`config.mk`:
```
export PLATFORM = sky130hd
export DESIGN_NAME = rv_core
export DESIGN_NICKNAME = d
export VERILOG_FILES = /design/src/logic/rv_pkg.sv /design/src/logic/rv_fetch.sv /design/src/logic/rv_decode.sv /design/src/logic/rv_regfile.sv /design/src/logic/rv_alu.sv /design/src/logic/rv_core.sv
export SDC_FILE = /design/constraint.sdc
export NUM_CORES = 2
export LEC_CHECK = 0
export ABC_CLOCK_PERIOD_IN_PS = 6100
export BUFFER_PORTS_ARGS = -buffer_cell sky130_fd_sc_hd__buf_4
export CORE_MARGIN = 2
export CORE_UTILIZATION = 30
export CTS_CLUSTER_SIZE = 8
export DETAILED_ROUTE_END_ITERATION = 8
export GPL_TIMING_DRIVEN = 0
export MAX_ROUTING_LAYER = met4
export SETUP_SLACK_MARGIN = 0.5
export SLEW_MARGIN = 0
export SYNTH_ARGS = -nofsm -noshare
export SYNTH_HDL_FRONTEND = slang
export SYNTH_SLANG_ARGS = --single-unit
```
`constraint.sdc`:
```
create_clock -name clk -period 6.1 [get_ports clk]
set_input_delay 0.305 -clock clk [delete_from_list [all_inputs] [get_ports clk]]
set_output_delay 0.305 -clock clk [all_outputs]
set_load 0.01 [all_outputs]
```
`src/logic/rv_pkg.sv`:
```
package rv_pkg;

  // datapath widths
  localparam int XLEN       = 32;
  localparam int REG_COUNT  = 32;
  localparam int REG_ADDR_W = 5;

  typedef logic [XLEN-1:0]       word_t;
  typedef logic [REG_ADDR_W-1:0] reg_addr_t;

  localparam word_t RESET_PC   = 32'h0000_0000;
  localparam word_t INSN_BYTES = 32'd4;  // pc step per instruction

  // major opcodes, bits [6:0] of the instruction
  typedef enum logic [6:0] {
    OP_LOAD     = 7'b00_000_11,  // decoded, not executed
    OP_MISC_MEM = 7'b00_011_11,
    OP_REG_IMM  = 7'b00_100_11,
    OP_AUIPC    = 7'b00_101_11,
    OP_STORE    = 7'b01_000_11,  // decoded, not executed
    OP_REG_REG  = 7'b01_100_11,
    OP_LUI      = 7'b01_101_11,
    OP_BRANCH   = 7'b11_000_11,
    OP_JALR     = 7'b11_001_11,
    OP_JAL      = 7'b11_011_11,
    OP_SYSTEM   = 7'b11_100_11
  } opcode_e;

  typedef enum logic [3:0] {
    ALU_ADD,
    ALU_SUB,
    ALU_SLL,
    ALU_SLT,
    ALU_SLTU,
    ALU_XOR,
    ALU_SRL,
    ALU_SRA,
    ALU_OR,
    ALU_AND,
    ALU_PASS_B  // lui
  } alu_op_e;

  // same codes as branch funct3
  typedef enum logic [2:0] {
    BR_EQ  = 3'b000,
    BR_NE  = 3'b001,
    BR_LT  = 3'b100,
    BR_GE  = 3'b101,
    BR_LTU = 3'b110,
    BR_GEU = 3'b111
  } branch_cond_e;

endpackage

```
`src/logic/rv_fetch.sv`:
```
`timescale 1ns/1ps

module rv_fetch (
  input  logic          clk,
  input  logic          rst,
  input  logic          branch_taken,
  input  logic          jump_en,
  input  rv_pkg::word_t jump_target,
  input  rv_pkg::word_t branch_target,
  input  logic          ecall,
  output rv_pkg::word_t pc,
  output rv_pkg::word_t pc_plus4,
  output logic          halt
);

  logic          halted;   // sticky after ecall
  rv_pkg::word_t pc_next;

  assign halt     = ecall | halted;  // already high in the ecall cycle
  assign pc_plus4 = pc + rv_pkg::INSN_BYTES;  // also the link address

  always_comb begin
    if (halt) begin
      pc_next = pc;  // freeze on the ecall
    end else if (branch_taken) begin
      pc_next = branch_target;
    end else if (jump_en) begin
      pc_next = jump_target;
    end else begin
      pc_next = pc_plus4;
    end
  end

  always_ff @(posedge clk) begin
    if (rst) begin
      pc     <= rv_pkg::RESET_PC;
      halted <= 1'b0;
    end else begin
      pc <= pc_next;
      if (ecall) begin
        halted <= 1'b1;
      end
    end
  end

endmodule

```
`src/logic/rv_decode.sv`:
```
`timescale 1ns/1ps

module rv_decode (
  input  rv_pkg::word_t        insn,
  input  rv_pkg::word_t        pc,
  input  rv_pkg::word_t        rs1_data,
  output rv_pkg::reg_addr_t    rs1,
  output rv_pkg::reg_addr_t    rs2,
  output rv_pkg::reg_addr_t    rd,
  output rv_pkg::word_t        imm,
  output rv_pkg::alu_op_e      alu_op,
  output logic                 alu_src_imm,
  output logic                 alu_src_pc,
  output logic                 wb_req,
  output logic                 wb_link,
  output logic                 is_branch,
  output rv_pkg::branch_cond_e branch_cond,
  output rv_pkg::word_t        branch_target,
  output logic                 jump_en,
  output rv_pkg::word_t        jump_target,
  output logic                 ecall
);

  logic [6:0]      funct7;
  logic [2:0]      funct3;
  rv_pkg::opcode_e opcode;
  rv_pkg::word_t   imm_i;
  rv_pkg::word_t   imm_b;
  rv_pkg::word_t   imm_j;
  rv_pkg::word_t   imm_u;
  rv_pkg::word_t   jump_sum;
  logic            is_jal;
  logic            is_jalr;
  logic            alt_ok;   // funct7 = 0100000 allowed here
  logic            rr_ok;

  // funct3 to alu op, alt picks sub / sra
  function automatic rv_pkg::alu_op_e alu_of(input logic [2:0] f3, input logic alt);
    case (f3)
      3'b000:  alu_of = alt ? rv_pkg::ALU_SUB : rv_pkg::ALU_ADD;
      3'b001:  alu_of = rv_pkg::ALU_SLL;
      3'b010:  alu_of = rv_pkg::ALU_SLT;
      3'b011:  alu_of = rv_pkg::ALU_SLTU;
      3'b100:  alu_of = rv_pkg::ALU_XOR;
      3'b101:  alu_of = alt ? rv_pkg::ALU_SRA : rv_pkg::ALU_SRL;
      3'b110:  alu_of = rv_pkg::ALU_OR;
      default: alu_of = rv_pkg::ALU_AND;
    endcase
  endfunction

  assign funct7 = insn[31:25];
  assign funct3 = insn[14:12];
  assign opcode = rv_pkg::opcode_e'(insn[6:0]);
  assign rs1    = insn[19:15];
  assign rs2    = insn[24:20];
  assign rd     = insn[11:7];

  // sign-extended immediates
  assign imm_i = {{20{insn[31]}}, insn[31:20]};
  assign imm_b = {{20{insn[31]}}, insn[7], insn[30:25], insn[11:8], 1'b0};
  assign imm_j = {{12{insn[31]}}, insn[19:12], insn[20], insn[30:21], 1'b0};
  assign imm_u = {insn[31:12], 12'b0};

  assign alt_ok = (funct7 == 7'b0100000) && (funct3 == 3'b101 || opcode == rv_pkg::OP_REG_REG)
                  && (funct3 == 3'b000 || funct3 == 3'b101);
  assign rr_ok  = (funct7 == 7'b0000000) || alt_ok;

  always_comb begin
    imm         = imm_i;
    alu_op      = rv_pkg::ALU_ADD;
    alu_src_imm = 1'b0;
    alu_src_pc  = 1'b0;
    wb_req      = 1'b0;
    wb_link     = 1'b0;
    is_branch   = 1'b0;
    branch_cond = rv_pkg::BR_EQ;
    is_jal      = 1'b0;
    is_jalr     = 1'b0;
    ecall       = 1'b0;
    case (opcode)
      rv_pkg::OP_LUI: begin
        imm         = imm_u;
        alu_op      = rv_pkg::ALU_PASS_B;
        alu_src_imm = 1'b1;
        wb_req      = 1'b1;
      end
      rv_pkg::OP_AUIPC: begin
        imm         = imm_u;
        alu_src_imm = 1'b1;
        alu_src_pc  = 1'b1;
        wb_req      = 1'b1;
      end
      rv_pkg::OP_JAL: begin
        imm     = imm_j;
        is_jal  = 1'b1;
        wb_req  = 1'b1;
        wb_link = 1'b1;
      end
      rv_pkg::OP_JALR: begin
        is_jalr = (funct3 == 3'b000);
        wb_req  = is_jalr;
        wb_link = 1'b1;
      end
      rv_pkg::OP_BRANCH: begin
        imm = imm_b;
        if (funct3[2:1] != 2'b01) begin  // 010 and 011 are not branches
          is_branch   = 1'b1;
          branch_cond = rv_pkg::branch_cond_e'(funct3);
        end
      end
      rv_pkg::OP_REG_IMM: begin
        alu_src_imm = 1'b1;
        alu_op      = alu_of(funct3, funct3 == 3'b101 && insn[30]);
        // shift immediates need a clean funct7
        wb_req      = (funct3[1:0] != 2'b01) || rr_ok;
      end
      rv_pkg::OP_REG_REG: begin
        alu_op = alu_of(funct3, insn[30]);
        wb_req = rr_ok;  // m-extension falls out here
      end
      rv_pkg::OP_MISC_MEM: begin
        // fence, nothing to do
      end
      rv_pkg::OP_SYSTEM: begin
        ecall = (insn[31:7] == 25'd0);
      end
      default: begin
        // loads, stores, anything else
      end
    endcase
  end

  assign branch_target = pc + imm_b;
  assign jump_en       = is_jal | is_jalr;
  assign jump_sum      = (is_jalr ? rs1_data : pc) + imm;
  assign jump_target   = {jump_sum[rv_pkg::XLEN-1:1], jump_sum[0] & ~is_jalr};  // jalr drops bit 0

endmodule

```
`src/logic/rv_regfile.sv`:
```
`timescale 1ns/1ps

module rv_regfile (
  input  logic              clk,
  input  logic              rst,
  input  rv_pkg::reg_addr_t rs1,
  input  rv_pkg::reg_addr_t rs2,
  output rv_pkg::word_t     rs1_data,
  output rv_pkg::word_t     rs2_data,
  input  logic              we,
  input  rv_pkg::reg_addr_t rd,
  input  rv_pkg::word_t     rd_data
);

  rv_pkg::word_t regs [1:rv_pkg::REG_COUNT-1];  // no storage for x0

  always_ff @(posedge clk) begin
    if (rst) begin
      for (int i = 1; i < rv_pkg::REG_COUNT; i++) begin
        regs[i] <= '0;
      end
    end else if (we && rd != '0) begin
      regs[rd] <= rd_data;
    end
  end

  // x0 reads as zero
  assign rs1_data = (rs1 == '0) ? '0 : regs[rs1];
  assign rs2_data = (rs2 == '0) ? '0 : regs[rs2];

endmodule

```
`src/logic/rv_alu.sv`:
```
`timescale 1ns/1ps

module rv_alu (
  input  rv_pkg::alu_op_e      op,
  input  rv_pkg::word_t        a,
  input  rv_pkg::word_t        b,
  output rv_pkg::word_t        result,
  input  rv_pkg::branch_cond_e cond,
  input  rv_pkg::word_t        cmp_a,
  input  rv_pkg::word_t        cmp_b,
  output logic                 taken
);

  logic [4:0] shamt;
  logic       lt_s;
  logic       lt_u;
  logic       br_lt_s;
  logic       br_lt_u;

  assign shamt = b[4:0];
  assign lt_s  = $signed(a) < $signed(b);
  assign lt_u  = a < b;

  always_comb begin
    case (op)
      rv_pkg::ALU_ADD:    result = a + b;
      rv_pkg::ALU_SUB:    result = a - b;
      rv_pkg::ALU_SLL:    result = a << shamt;
      rv_pkg::ALU_SLT:    result = {31'b0, lt_s};
      rv_pkg::ALU_SLTU:   result = {31'b0, lt_u};
      rv_pkg::ALU_XOR:    result = a ^ b;
      rv_pkg::ALU_SRL:    result = a >> shamt;
      rv_pkg::ALU_SRA:    result = $signed(a) >>> shamt;  // keeps the sign
      rv_pkg::ALU_OR:     result = a | b;
      rv_pkg::ALU_AND:    result = a & b;
      rv_pkg::ALU_PASS_B: result = b;
      default:            result = a + b;
    endcase
  end

  // branch compare on the raw register values
  assign br_lt_s = $signed(cmp_a) < $signed(cmp_b);
  assign br_lt_u = cmp_a < cmp_b;

  always_comb begin
    case (cond)
      rv_pkg::BR_EQ:  taken = (cmp_a == cmp_b);
      rv_pkg::BR_NE:  taken = (cmp_a != cmp_b);
      rv_pkg::BR_LT:  taken = br_lt_s;
      rv_pkg::BR_GE:  taken = ~br_lt_s;
      rv_pkg::BR_LTU: taken = br_lt_u;
      rv_pkg::BR_GEU: taken = ~br_lt_u;
      default:        taken = 1'b0;
    endcase
  end

endmodule

```
`src/logic/rv_core.sv`:
```
`timescale 1ns/1ps

module rv_core (
  input  logic              clk,
  input  logic              rst,
  input  rv_pkg::word_t     insn,
  output rv_pkg::word_t     pc,
  output logic              halt,
  output logic              wb_en,
  output rv_pkg::reg_addr_t wb_rd,
  output rv_pkg::word_t     wb_data
);

  rv_pkg::reg_addr_t    rs1, rs2, rd;
  rv_pkg::word_t        rs1_data, rs2_data, imm;
  rv_pkg::word_t        pc_plus4, alu_a, alu_b, alu_result;
  rv_pkg::word_t        branch_target, jump_target;
  rv_pkg::alu_op_e      alu_op;
  rv_pkg::branch_cond_e branch_cond;
  logic                 alu_src_imm, alu_src_pc;
  logic                 wb_req, wb_link, is_branch, taken, jump_en, ecall;

  rv_fetch fetch_i (
    .clk(clk), .rst(rst),
    .branch_taken(is_branch & taken),  // only real branches redirect
    .jump_en(jump_en), .jump_target(jump_target), .branch_target(branch_target),
    .ecall(ecall), .pc(pc), .pc_plus4(pc_plus4), .halt(halt)
  );

  rv_decode decode_i (
    .insn(insn), .pc(pc), .rs1_data(rs1_data),
    .rs1(rs1), .rs2(rs2), .rd(rd), .imm(imm), .alu_op(alu_op),
    .alu_src_imm(alu_src_imm), .alu_src_pc(alu_src_pc),
    .wb_req(wb_req), .wb_link(wb_link), .is_branch(is_branch), .branch_cond(branch_cond),
    .branch_target(branch_target), .jump_en(jump_en), .jump_target(jump_target),
    .ecall(ecall)
  );

  rv_regfile regfile_i (
    .clk(clk), .rst(rst), .rs1(rs1), .rs2(rs2), .rs1_data(rs1_data), .rs2_data(rs2_data),
    .we(wb_en), .rd(rd), .rd_data(wb_data)
  );

  assign alu_a = alu_src_pc ? pc : rs1_data;   // auipc uses pc
  assign alu_b = alu_src_imm ? imm : rs2_data;

  rv_alu alu_i (
    .op(alu_op), .a(alu_a), .b(alu_b), .result(alu_result),
    .cond(branch_cond), .cmp_a(rs1_data), .cmp_b(rs2_data), .taken(taken)
  );

  // writeback trace, same wires that feed the register file
  assign wb_en   = wb_req & ~halt & ~rst;
  assign wb_rd   = rd;
  assign wb_data = wb_link ? pc_plus4 : alu_result;  // link address for jal/jalr

endmodule

```
==> impl_metrics.tcl <==
set metrics [dict create \
    status "finished, violations left" \
    violations "capacitance limit, slew limit, setup timing" \
    regArea_um2 31400 \
    cts_hold_buf 0 \
    cts_buffer_depth 3 \
    slew_headroom_pct -3.61 \
    placed_area_um2 77100 \
    synth_common_cells "edfxtp_1 (1,024), nor2_1 (964), mux2i_1 (613)" \
    synth.avg_cell_area_um2 11.0 \
    powerDensity_nw_per_um2 319 \
    htree_levels 4 \
    totalWireLength_um 467000 \
    worst_pin_slew_ps 1550 \
    clkSinkCount 1057 \
    grt_overflow 0 \
    p_comb_share_pct 43.5 \
    path_max_fanout 10 \
    vias_per_cell 6.60 \
    vias 68400 \
    synth_top_family_by_area "multiplexers" \
    hp-class "in -> reg" \
    synthAdderAreaFrac_pct 3.48 \
    ys.flop_type "edfxtp_1" \
    cts_tree "yes" \
    drive_gt1_share_pct 31.1 \
    sw_frac_of_total_pct 40.8 \
    antenna_found_initial 33 \
    initial_core_util_pct 30.1 \
    critPathLaunchType "input port" \
    setup_viol 720 \
    synth-edff-count 1024 \
    p_clk_share_pct 27.5 \
    area_growth_syn_to_layout_pct 29.4 \
    fill_cells 22900 \
    ys_seq_area_share_pct 44.3 \
    critPathRequiredTime_ps 5790 \
    cts-root-buf "clkbuf_16" \
    drv_cap 3 \
    grt_pass1_wl_um 604000 \
    synth_compound_area_share_pct 12.7 \
    multi_input_area_um2 40300 \
    grt_max_degree 33 \
    dpl.hpwl_um 335000 \
    wl_per_cell_um 45.0 \
    core_area_um2 235000 \
    clk_latency_ps 860 \
    ir_drop_mv 0.298 \
    yosys.cell_count.top_type "edfxtp_1" \
    yosys.area_share.simple_pct 12.9 \
    synth-seq-cells 1057 \
    hold_violations 0 \
    p_int_uw 17300 \
    fmaxAchievable_ghz 0.142 \
    reg2reg_setup_slack_ps -180 \
    crit_type "in -> out" \
    die_area_um2 240000 \
    drv_slew 17 \
    async_flop_share_pct 0 \
    ant_nets 0 \
    grtUsageTotal_pct 38.6 \
    synth_top_area_share_pct 43.4 \
    dr.pass1.iters 8 \
    synth.cell_area_um2 70900 \
    rsz0062_at_grt "yes" \
    final_util_pct 39.0 \
    drcViolationCount 0 \
    min_period_ps 7040 \
    die_h_um 490 \
    synth_cell_types 116 \
    clock_skew_ps 75.6 \
    io_buffers 98 \
    period_share_pct 115 \
    syn_inst 6446 \
    yosys-top-cells-area "edfxtp_1 (43%), mux4_2 (10%), mux2i_1 (8.7%)" \
    gp_congestion 1.11 \
    synth-xor-area-share_pct 1.30 \
    ios 105 \
    worstPathArrival_ps 6730 \
    fin_area_um2 91700 \
    synthMuxAreaShare_pct 20.1 \
    grt_pass1_vias 64500 \
    place_ws_ps -5350 \
    drtIter0Drc 12400 \
    clk_pin_slew_ps 60 \
    fp-row-count 178 \
    leakage_uw 0.0353 \
    cts_buffers 151 \
    die_w_um 490 \
    setup_ws_ps -936 \
    total_switching_power_uw 11900 \
    yosys.area.top_type "edfxtp_1" \
    seqPwrFrac_pct 29.0 \
    yosysWarnings 0 \
    critPathCaptureType "output port" \
    nNetsFinal 7408 \
]
final timing paths:
kind | from | end | depth (start not counted)
worst max-delay path | insn[20] | wb_data[26] | 28
worst min-delay path | insn[10] | fetch_i.pc[3] | 5
worst max register to register | regfile_i.regs[0][13] | regfile_i.regs[16][30] | 25
worst min register to register | fetch_i.pc[29] | fetch_i.pc[29] | 2
routing by layer:
layer | up-vias | GRT usage, % | share of wire (%)
met5 | - | - | 0
met4 | 0 | 33.4 | 11
met3 | 1977 | 16.4 | 14
met2 | 6293 | 53.7 | 41
met1 | 34300 | 42.0 | 33
li1 | 25900 | - | -
per-stage QoR:
step	std cells	hold slack (ps)	setup TNS, ps	total power, uW
6_report	10400	108	-99460	29300
5_1_grt	10400	164	-34790	29400
4_1_cts	10200	82.6	-22730	27200
3_5_place_dp	9775	664	-5589170	17400
3_3_place_gp	9725	663	-8129920	17200
2_1_floorplan	6477	534	0	12900
layout make-up:
class                   count  area share [%]
flip-flops and latches   1057            34.2
inverters                 168           0.788
clock buffers             153            4.13
multi-input cells        4663            43.9
plain buffers             588            5.96
well taps                3150            4.30
repair buffers            550            6.10
clock inverters            19           0.507
diodes                     27          0.0736
sequential cells by signal, summed over array words and instances, names as in the netlist:
| register | flops |
|---|---|
| regfile_i.regs | 1024 |
| fetch_i.pc | 32 |
| fetch_i.halted | 1 |
power groups by stage:
stage | combinational (uW) | clock (uW) | sequential, uW
2_1_floorplan | 4390 | 0 | 8530
3_3_place_gp | 8550 | 0 | 8630
3_5_place_dp | 8790 | 0 | 8620
4_1_cts | 10800 | 7930 | 8480
5_1_grt | 12700 | 8210 | 8520
6_report | 12700 | 8050 | 8510
critical path: stages:
cell and delay (ps):
buf_12 100, buf_12 100, buf_16 120, buf_16 140, buf_16 180, buf_16 190
buf_12 120, buf_16 140, mux4_2 520, mux4_2 580, nand2_1 250, nand2_2 190
nand2_2 160, nor2_1 80, a21oi_4 240, inv_1 80, ha_1 310, nand2_1 100
o21ai_0 190, a221oi_2 640, o31a_1 240, o21ai_1 100, a2111oi_4 580, a32o_2 300
buf_12 150, buf_12 140, clkinvlp_4 220, buf_6 200
cells in the final DEF (no fill, tap or decap), types with 29 or more instances in the layout:
master        n
nand3_1      62
a21oi_4      31
a31oi_1      32
a22oi_1     179
a211oi_1     34
nor3_1      258
o21ai_0     112
o211ai_1     43
and3_1       32
nor2b_1      29
xnor2_1      63
conb_1       32
buf_12      141
and2_1       52
nor2_1      916
o221ai_1     47
o22ai_1      35
xor2_1       34
clkbuf_2     44
dfxtp_1      33
buf_2        82
clkbuf_16   176
buf_8        41
nand2_1     267
a21oi_2      50
a21oi_1     256
nor2_4       34
mux2i_1     577
a21o_1       78
buf_4       444
inv_1       128
edfxtp_1   1024
mux2_2       52
nor2_2       73
ha_1        161
mux4_2      326
clkbuf_1    176
buf_6       117
cells by family after synthesis:
family	count (synthesis)
XOR/XNOR	105
buffers and inverters	757
AND/OR/NAND/NOR	2013
other	1
AO/OA/AOI/OAI	1314
multiplexers	1004
adder cells (fa/ha/maj)	195
flip-flops	1057
repair_timing:
action                                  4_1_cts  5_1_grt
buffers inserted                            224      167
endpoints found under the setup margin     2079     1904
resized for setup                          1039      526
pin swaps                                   169      195
gates cloned                                  1       10
endpoints found under the hold margin         0        0
No activity file was read; power rests on OpenSTA's default activity.
